$ cat config.mk
export PLATFORM = sky130hd
export DESIGN_NAME = busSizerTop
export DESIGN_NICKNAME = d
export VERILOG_FILES = /design/src/rtl/busSizerPkg.sv /design/src/rtl/sizeSequencer.sv /design/src/rtl/burstBeatCounter.sv /design/src/rtl/writeLaneSteer.sv /design/src/rtl/readLaneCollect.sv /design/src/rtl/busSizerTop.sv
export VERILOG_INCLUDE_DIRS = /design/src /design/src/include
export SDC_FILE = /design/constraint.sdc
export NUM_CORES = 1
export LEC_CHECK = 0
export ABC_AREA = 0
export ABC_CLOCK_PERIOD_IN_PS = 2000
export BUFFER_PORTS_ARGS = -buffer_cell sky130_fd_sc_hd__clkbuf_2
export CAP_MARGIN = 20
export CORE_UTILIZATION = 42
export DETAILED_ROUTE_END_ITERATION = 10
export HOLD_SLACK_MARGIN = 0.05
export PLACE_DENSITY = 0.76
export SLEW_MARGIN = 20
export SYNTH_ARGS = -nofsm -noshare
export SYNTH_HDL_FRONTEND = slang
export SYNTH_SLANG_ARGS = --single-unit
$ cat constraint.sdc
create_clock -name BCLK -period 2 [get_ports BCLK]
set_clock_uncertainty 0.15 [all_clocks]
set_input_delay 0.1 -clock BCLK [delete_from_list [all_inputs] [get_ports BCLK]]
set_output_delay 0.1 -clock BCLK [all_outputs]
set_load 0.01 [all_outputs]
$ cat src/include/busSizer_settings.svh
/*
 * Bus sizer settings
 * Lane count and line burst sizing shared by the package and the RTL
 */

`ifndef BUSSIZER_SETTINGS_SVH
`define BUSSIZER_SETTINGS_SVH

//////////////////////////////
// Data path
//////////////////////////////

`define BUS_LANES 4         // Byte lanes per data word, lane 0 is most significant

//////////////////////////////
// Line bursts
//////////////////////////////

// A line is four long words on a 32-bit port
`define BURST_BEATS 4

`define BEAT_CNT_W 3        // Holds 0 to BURST_BEATS with one spare bit

`endif

$ cat src/rtl/busSizerPkg.sv
/*
 * Bus sizer types
 * Sizing states, CPU request fields, port acknowledge codes and the data word views
 */

`default_nettype none

`include "busSizer_settings.svh"

package busSizerPkg;

    //////////////////////////////
    // Sequencer states
    //////////////////////////////

    typedef enum logic [3:0] {
        idle  = 4'd0,   // Waiting for a CPU start
        longA = 4'd1,   // Long word or line, first or only port cycle
        longB = 4'd2,   // Second half toward a 16-bit port
        word0 = 4'd3,
        word2 = 4'd4,
        byte0 = 4'd5,
        byte1 = 4'd6,
        byte2 = 4'd7,
        byte3 = 4'd8
    } seqState_t;

    // CPU transfer size, 68040 SIZ encoding
    typedef enum logic [1:0] {
        sizeLong = 2'b00,
        sizeByte = 2'b01,
        sizeWord = 2'b10,
        sizeLine = 2'b11
    } xferSize_t;

    typedef struct packed {
        xferSize_t   size;
        logic [1:0]  addr;      // A1..A0
        logic [1:0]  tt;        // Transfer type, 01 marks a burstable line
        logic        rnw;       // High for reads
    } cpuReq_t;

    // Port size acknowledge from the target
    typedef enum logic [1:0] {
        ack32   = 2'b00,
        ack16   = 2'b01,
        ackNone = 2'b11
    } dsack_t;

    typedef union packed {
        logic [0:`BUS_LANES-1][7:0]      lanes;     // Lane 0 is the MSB
        logic [0:1][`BUS_LANES*4-1:0]    halves;    // Half 0 is the high word
    } busWord_u;

endpackage

`default_nettype wire

$ cat src/rtl/sizeSequencer.sv
/*
 * Dynamic sizing sequencer
 * Decodes the CPU request, issues target starts on nTs and ends the CPU cycle on nTa
 */

`timescale 1ns/10ps
`default_nettype none

module sizeSequencer (
    input  wire                     BCLK,
    input  wire                     nRESET,
    input  wire                     nTsCpu,     // CPU transfer start
    input  busSizerPkg::cpuReq_t    req,
    input  busSizerPkg::dsack_t     dsack,
    input  wire                     nTbi,       // Burst inhibit from the target
    input  wire                     lastBeat,
    output busSizerPkg::seqState_t  state,
    output logic                    nTs,
    output logic                    nTa,
    output logic                    nextBeat,   // One pulse per completed line beat
    output logic                    burstStart
);

    busSizerPkg::seqState_t startState;
    logic halfPending;      // Second 16-bit start issued, longB still to come
    logic burst;            // Current transfer is a burstable line
    logic lastRelease;

    //////////////////////////////
    // Request decode
    //////////////////////////////

    always_comb begin
        case (req.size)
            busSizerPkg::sizeWord:
                startState = req.addr[1] ? busSizerPkg::word2 : busSizerPkg::word0;
            busSizerPkg::sizeByte: begin
                case (req.addr)
                    2'b00:   startState = busSizerPkg::byte0;
                    2'b01:   startState = busSizerPkg::byte1;
                    2'b10:   startState = busSizerPkg::byte2;
                    default: startState = busSizerPkg::byte3;
                endcase
            end
            default: startState = busSizerPkg::longA;   // Long word and line
        endcase
    end

    assign burstStart = (state == busSizerPkg::idle) && !nTsCpu;

    // First ack32 cycle of a line beat, nTa not yet asserted
    assign nextBeat = burst && (state == busSizerPkg::longA)
                      && (dsack == busSizerPkg::ack32) && nTa;

    // Line is done once all beats ran or the target inhibits the burst
    assign lastRelease = !burst || !nTbi || lastBeat;

    //////////////////////////////
    // Sizing FSM
    //////////////////////////////

    always_ff @(posedge BCLK or negedge nRESET) begin
        if (!nRESET) begin
            state       <= busSizerPkg::idle;
            nTs         <= 1'b1;
            nTa         <= 1'b1;
            halfPending <= 1'b0;
            burst       <= 1'b0;
        end else begin
            case (state)
                busSizerPkg::idle: begin
                    nTa <= 1'b1;
                    nTs <= nTsCpu;                  // Start follows the CPU by one edge
                    if (!nTsCpu) begin
                        state       <= startState;
                        halfPending <= 1'b0;
                        burst       <= (req.size == busSizerPkg::sizeLine) && (req.tt == 2'b01);
                    end
                end

                busSizerPkg::longA: begin
                    case (dsack)
                        busSizerPkg::ack32: begin
                            nTs <= 1'b1;
                            nTa <= 1'b0;            // Full long word in one port cycle
                        end
                        busSizerPkg::ack16: begin
                            // Only half the word arrived, restart the target once
                            nTs         <= halfPending;
                            halfPending <= 1'b1;
                        end
                        busSizerPkg::ackNone: begin
                            nTs <= 1'b1;
                            if (halfPending) begin
                                state       <= busSizerPkg::longB;
                                halfPending <= 1'b0;
                            end else if (!nTa) begin
                                nTa <= 1'b1;        // End of a beat
                                if (lastRelease)
                                    state <= busSizerPkg::idle;
                            end
                        end
                        default: nTs <= 1'b1;
                    endcase
                end

                // longB, word and byte states end after a single port cycle
                default: begin
                    nTs <= 1'b1;
                    if (dsack != busSizerPkg::ackNone) begin
                        nTa <= 1'b0;
                    end else if (!nTa) begin
                        nTa   <= 1'b1;
                        state <= busSizerPkg::idle;
                    end
                end
            endcase
        end
    end

    //////////////////////////////
    // Checks
    //////////////////////////////

    // Every target start is a single cycle pulse, also for the second 16-bit start
    assert property (@(posedge BCLK) disable iff (!nRESET)
        !nTs |=> nTs)
        else $error("nTs held low for two cycles");

    // A transfer only begins from a sampled CPU start
    assert property (@(posedge BCLK) disable iff (!nRESET)
        (state == busSizerPkg::idle) ##1 (state != busSizerPkg::idle) |-> $past(!nTsCpu))
        else $error("Sequencer left idle without nTsCpu");

endmodule

`default_nettype wire

$ cat src/rtl/burstBeatCounter.sv
/*
 * Line burst beat counter
 * Counts completed beats of a line and flags the last one
 */

`timescale 1ns/10ps
`default_nettype none

`include "busSizer_settings.svh"

module burstBeatCounter (
    input  wire   BCLK,
    input  wire   nRESET,
    input  wire   burstStart,   // Sequencer leaving idle
    input  wire   nextBeat,     // One completed beat
    output logic  lastBeat
);

    localparam logic [`BEAT_CNT_W-1:0] beatLimit = `BURST_BEATS;

    logic [`BEAT_CNT_W-1:0] beatCount;

    always_ff @(posedge BCLK or negedge nRESET) begin
        if (!nRESET)
            beatCount <= '0;
        else if (burstStart)
            beatCount <= '0;                // New transfer
        else if (nextBeat)
            beatCount <= beatCount + 1'b1;
    end

    assign lastBeat = (beatCount == beatLimit);

    // The sequencer must end the line before a fifth beat is counted
    assert property (@(posedge BCLK) disable iff (!nRESET)
        beatCount <= beatLimit)
        else $error("Burst beat count above the line length");

endmodule

`default_nettype wire

$ cat src/rtl/writeLaneSteer.sv
/*
 * Write lane steering
 * Moves CPU write bytes onto the target lanes the port samples in each sizing state
 */

`timescale 1ns/10ps
`default_nettype none

module writeLaneSteer (
    input  busSizerPkg::seqState_t  state,
    input  busSizerPkg::busWord_u   cpuWrData,
    output busSizerPkg::busWord_u   portWrData
);

    always_comb begin
        portWrData = cpuWrData;     // Long, word 0 and byte 0 pass straight through
        case (state)
            busSizerPkg::idle:
                portWrData = '0;

            // Second 16-bit cycle carries the CPU low word on the port high word
            busSizerPkg::longB:
                portWrData.halves[0] = cpuWrData.halves[1];

            busSizerPkg::word2: begin
                portWrData.lanes[0] = cpuWrData.lanes[2];
                portWrData.lanes[1] = cpuWrData.lanes[3];
            end

            busSizerPkg::byte1:
                portWrData.lanes[0] = cpuWrData.lanes[1];   // Even lane of a 16-bit port

            busSizerPkg::byte2:
                portWrData.lanes[0] = cpuWrData.lanes[2];

            // Byte 3 is seen on every lane, whatever the port width
            busSizerPkg::byte3: begin
                portWrData.lanes[0] = cpuWrData.lanes[3];
                portWrData.lanes[1] = cpuWrData.lanes[3];
                portWrData.lanes[2] = cpuWrData.lanes[3];
            end

            default: ;
        endcase
    end

endmodule

`default_nettype wire

$ cat src/rtl/readLaneCollect.sv
/*
 * Read lane collector
 * Registers target read bytes into the CPU lanes on each port acknowledge
 */

`timescale 1ns/10ps
`default_nettype none

module readLaneCollect (
    input  wire                     BCLK,
    input  wire                     nRESET,
    input  busSizerPkg::seqState_t  state,
    input  busSizerPkg::dsack_t     dsack,
    input  busSizerPkg::busWord_u   portRdData,
    input  wire                     busGranted,
    input  wire                     rnw,
    output busSizerPkg::busWord_u   cpuRdData
);

    busSizerPkg::busWord_u rdHold;      // Collected CPU word

    //////////////////////////////
    // Latch on port acknowledge
    //////////////////////////////

    always_ff @(posedge BCLK or negedge nRESET) begin
        if (!nRESET) begin
            rdHold <= '0;
        end else if (dsack != busSizerPkg::ackNone) begin
            case (state)
                busSizerPkg::longA: begin
                    if (dsack == busSizerPkg::ack32)
                        rdHold <= portRdData;                       // Whole long word
                    else
                        rdHold.halves[0] <= portRdData.halves[0];   // High word first
                end
                busSizerPkg::longB:
                    rdHold.halves[1] <= portRdData.halves[0];   // 16-bit port answers high

                busSizerPkg::word0: begin
                    rdHold.lanes[0] <= portRdData.lanes[0];
                    rdHold.lanes[1] <= portRdData.lanes[1];
                end
                busSizerPkg::word2: begin
                    rdHold.lanes[2] <= portRdData.lanes[2];
                    rdHold.lanes[3] <= portRdData.lanes[3];
                end

                // Single addressed byte, other lanes hold
                busSizerPkg::byte0: rdHold.lanes[0] <= portRdData.lanes[0];
                busSizerPkg::byte1: rdHold.lanes[1] <= portRdData.lanes[1];
                busSizerPkg::byte2: rdHold.lanes[2] <= portRdData.lanes[2];
                busSizerPkg::byte3: rdHold.lanes[3] <= portRdData.lanes[3];
                default: ;
            endcase
        end
    end

    // CPU side only sees data on granted reads
    assign cpuRdData = (busGranted && rnw) ? rdHold : '0;

    // 16-bit termination is only handled for long words and lines
    assert property (@(posedge BCLK) disable iff (!nRESET)
        (dsack == busSizerPkg::ack16)
            |-> (state == busSizerPkg::longA) || (state == busSizerPkg::longB))
        else $error("16-bit acknowledge outside a long word transfer");

endmodule

`default_nettype wire

$ cat src/rtl/busSizerTop.sv
/*
 * Dynamic bus sizing bridge
 * Connects a 68040-style CPU bus to 32-bit and 16-bit target ports
 */

`timescale 1ns/10ps
`default_nettype none

module busSizerTop (
    input  wire                     BCLK,
    input  wire                     nRESET,
    // CPU side
    input  wire                     nTsCpu,
    input  busSizerPkg::cpuReq_t    req,
    input  wire                     nTbi,
    input  wire                     busGranted,     // Enables the CPU read data
    input  busSizerPkg::busWord_u   cpuWrData,
    output logic                    nTa,
    output busSizerPkg::busWord_u   cpuRdData,
    // Target side
    output logic                    nTs,
    input  busSizerPkg::dsack_t     dsack,
    input  busSizerPkg::busWord_u   portRdData,
    output busSizerPkg::busWord_u   portWrData
);

    busSizerPkg::seqState_t state;
    logic nextBeat;
    logic burstStart;
    logic lastBeat;

    //////////////////////////////
    // Control
    //////////////////////////////

    sizeSequencer uSequencer (
        .BCLK       (BCLK),
        .nRESET     (nRESET),
        .nTsCpu     (nTsCpu),
        .req        (req),
        .dsack      (dsack),
        .nTbi       (nTbi),
        .lastBeat   (lastBeat),
        .state      (state),
        .nTs        (nTs),
        .nTa        (nTa),
        .nextBeat   (nextBeat),
        .burstStart (burstStart)
    );

    burstBeatCounter uBeatCounter (
        .BCLK       (BCLK),
        .nRESET     (nRESET),
        .burstStart (burstStart),
        .nextBeat   (nextBeat),
        .lastBeat   (lastBeat)
    );

    //////////////////////////////
    // Data lanes
    //////////////////////////////

    writeLaneSteer uWriteSteer (
        .state      (state),
        .cpuWrData  (cpuWrData),
        .portWrData (portWrData)
    );

    readLaneCollect uReadCollect (
        .BCLK       (BCLK),
        .nRESET     (nRESET),
        .state      (state),
        .dsack      (dsack),
        .portRdData (portRdData),
        .busGranted (busGranted),
        .rnw        (req.rnw),          // Held by the CPU for the whole transfer
        .cpuRdData  (cpuRdData)
    );

endmodule

`default_nettype wire

==> summary.txt <==
Logic synthesis
  – Seq/Total Area, Yosys: 35.2%
  – Async SR Flop Fraction: 100%
  – Top_reg_cell synth: dfrtp_1
  – Synth warn: 0
  – Number of synthesized register bits: 43
  – Mapped Cells: approximately 310
  – Cell area after synthesis: between 3000 and 4000 sq um
  – Leading area contributor after synthesis: dfrtp_1
  – Syn avg cell area: between 9 and 10 sq um
  – Top cell type's share of synthesized area: roughly 33%
  – Top post-synthesis cells by area: dfrtp_1, mux2_2, and3_1, mux2_4, ha_1
  – Synth Net Count: approximately 400
  – Unique masters post-synth: 51
  – Post-synth EDFFs: 0

Floorplanning
  – Die Wd: between 80 and 90 um
  – Placement row count: 30
  – Die area: between 7000 and 8000 sq um
  – Boundary pin count: between 100 and 150
  – Die Ht: roughly 87 um
  – Core region area: 6910 sq um
  – Initial Util: 44.4%

Route
  – Drt drc: 0
  – Vias/cell: between 5 and 6
  – Detailed Route Iter0 Violations: roughly 160
  – Routed Wire Length: 9.27 mm
  – DR vias: between 3,000 and 4,000
  – Drt pass-1 iters: 4
  – Remaining antenna violation count: 0
  – WL/cell: 15.4 um

Global route
  – Grt ovf: 0
  – Largest net degree at the start of global routing: 44
  – Number of global-route vias before repair: 3,177
  – First-pass GRT wire length: around 15 mm
  – Initial antenna violation count: 0
  – GRT Util Overall: 24.0%

Clock tree
  – Total CTS buffers: 5
  – Clock latency on the worst-skew pair: ~0.3 ns
  – Reg clk slew, reported paths: approximately 0.090 ns
  – Max Root-Sink Buffers: 2
  – H-tree levels: 2
  – Root Buffer: clkbuf_8
  – CTS tree: built
  – Clock sink total: between 40 and 50

Timing
  – RSZ-0062 raised after global routing: yes
  – Worst slew pin tran: 0.561 ns
  – Setup_tns: -0.808 ns
  – Final hold viol count: 0
  – Slew HR: around 63%
  – Setup WS post-layout: -0.0845 ns
  – Final Max Tran Viols: 0
  – Final setup viols: 27
  – Crit path time final: roughly 2.1 ns
  – Fmax: 0.480 GHz
  – Period utilisation layout: 104%

Run status
  – Outcome: finished, violations left
  – Failing checks: setup timing

Layout
  – Area occupied by multi-input gates: ~1900 sq um
  – Synth-to-Final Area Change: 51.5%
  – Final core occ: between 60% and 70%
  – Share of layout cells above drive strength 1: between 50 and 60%
  – Number of fill cells: between 500 and 600
  – Final instance area: around 4600 sq um
  – Register Area: roughly 1100 sq um
  – Ant diodes: 0
  – Nets: between 500 and 600

Worst setup path
  – CP Capture Type: output port
  – CP Data Arrival Time: between 1.5 and 2 ns
  – Reg-to-reg slack, setup: -0.02 ns
  – CP Launch Type: flip-flop
  – WS Path Type: reg2out
  – Worst endpoint required time: 1.75 ns
  – CP Max Fanout: 7

Pwr
  – VDD IR-drop max: slightly above 0.7 mV
  – Cell Pwr Density: 1260 nW/um^2
  – Static leakage: around 2.4 nW

Placed design
  – RD Place Congestion: 0.841
  – DP HPWL: slightly above 6 mm
  – Dpl ws: -0.0465 ns
  – IO buf count: between 100 and 150
  – Placed Area: ~4000 sq um

Hold path
  – HP Class: in2reg

Flow run
  – Max cap viols: 0
==> synthesized netlist by cell type (all sizes together), types with 2 or more instances <==
master	instances
xnor2	2
ha	8
nand3b	3
nand2b	2
nor3b	4
nor2	18
a22o	9
and3	32
o211ai	2
mux2i	3
a21oi	5
or3	3
o21ai	5
nor3	3
a22oi	8
nand2	26
dfrtp	41
o32a	2
a32o	3
nand3	8
or2	2
a31oi	2
dfstp	2
clkbuf	10
mux2	49
buf	13
nor2b	11
inv	11
a221o	7
==> final timing paths <==
path                                          from                       to  depth (start not counted)
max in group asynchronous                   nRESET      uSequencer.state[2]                          3
setup reg to reg               uSequencer.state[0]   uReadCollect.rdHold[6]                          5
setup / recovery               uSequencer.state[2]           portWrData[28]                          6
min in group asynchronous                   nRESET  uReadCollect.rdHold[13]                          3
hold reg to reg            uReadCollect.rdHold[24]  uReadCollect.rdHold[24]                          1
hold / removal                            dsack[1]      uSequencer.state[1]                          3
==> layout by cell type (no fill, tap or decap), drive strengths merged, types with 2 or more instances in the layout <==
| cell | count |
|---|---|
| a22oi | 8 |
| a22o | 9 |
| xnor2 | 2 |
| dfrtp | 41 |
| buf | 34 |
| nor3b | 4 |
| ha | 8 |
| mux2 | 49 |
| a221o | 7 |
| clkbuf | 149 |
| nor2b | 11 |
| dfstp | 2 |
| a32o | 3 |
| nor3 | 3 |
| a21oi | 5 |
| inv | 11 |
| nand3b | 3 |
| or2 | 2 |
| o211ai | 2 |
| o32a | 2 |
| nand2b | 2 |
| nor2 | 18 |
| and3 | 32 |
| nand3 | 8 |
| or3 | 3 |
| mux2i | 3 |
| a31oi | 2 |
| o21ai | 5 |
| nand2 | 26 |
| dlygate4sd3 | 36 |
==> critical path: stages, from the launching register on <==
cell and delay, ns:
dfrtp_2 0.49, buf_6 0.15, and3b_2 0.27, a22oi_2 0.17, nor2_1 0.06, a221o_1 0.26
clkbuf_2 0.13
==> where the power goes <==
group          total, W  leakage (nW)  switching, W  internal [W]
clock          0.000553        0.0412      0.000309      0.000244
combinational   0.00373          1.83       0.00173       0.00200
sequential      0.00156         0.513      0.000272       0.00129
total           0.00585          2.38       0.00231       0.00354
==> per-layer routing <==
| layer | routed length, um | GRT usage (%) | share of wire (%) | vias up |
|---|---|---|---|---|
| li1 | - | - | - | 1511 |
| met1 | 3770 | 29.2 | 41 | 1491 |
| met2 | 4800 | 43.8 | 52 | 140 |
| met3 | 526 | 3.41 | 5.7 | 17 |
| met4 | 178 | 7.30 | 1.9 | 0 |
| met5 | 0 | 0 | 0 | - |
==> final cells by class <==
| type | count | area share, % |
|---|---|---|
| well taps | 96 | 2.59 |
| flip-flops and latches | 43 | 23.3 |
| repair buffers | 213 | 30.1 |
| clock inverters | 2 | 0.270 |
| multi-input cells | 231 | 41.3 |
| clock buffers | 6 | 1.56 |
| inverters | 11 | 0.889 |
==> repair_timing <==
| item | in CTS | in global routing |
|---|---|---|
| hold buffers | 36 | 0 |
| setup buffers | 9 | 3 |
| resized for setup | 24 | 12 |
| hold endpoints to repair | 76 | 0 |
| cloned | 1 | 0 |
| setup endpoints to repair | 32 | 52 |
| pin swaps | 12 | 3 |
==> logic make-up after synthesis <==
kind of cell	Yosys count	share of synthesized area, %
AND/OR/NAND/NOR	117	21.5
multiplexers	52	20.0
AO/OA/AOI/OAI	51	13.2
flip-flops	43	35.2
buffers and inverters	34	5.96
adder cells (fa/ha/maj)	8	3.27
XOR/XNOR	3	0.858
==> state kept, by name, summed over array words and instances, names as in the netlist <==
signal / cells
uBeatCounter.beatCount: 3
uReadCollect.rdHold: 32
uSequencer.state: 4
uSequencer.burst: 1
uSequencer.nTs: 1
uSequencer.nTa: 1
uSequencer.halfPending: 1
==> through the flow <==
step	instances	power [W]	hold WS [ns]
after floorplan	308	0.00370	-0.346
final	602	0.00585	0.0743
after global placement	546	0.00472	0.0537
after global routing	602	0.00623	0.0921
after CTS	599	0.00573	0.0681
after detailed placement	546	0.00481	0.0597
Note: power is estimated with default switching activity, not from simulation.
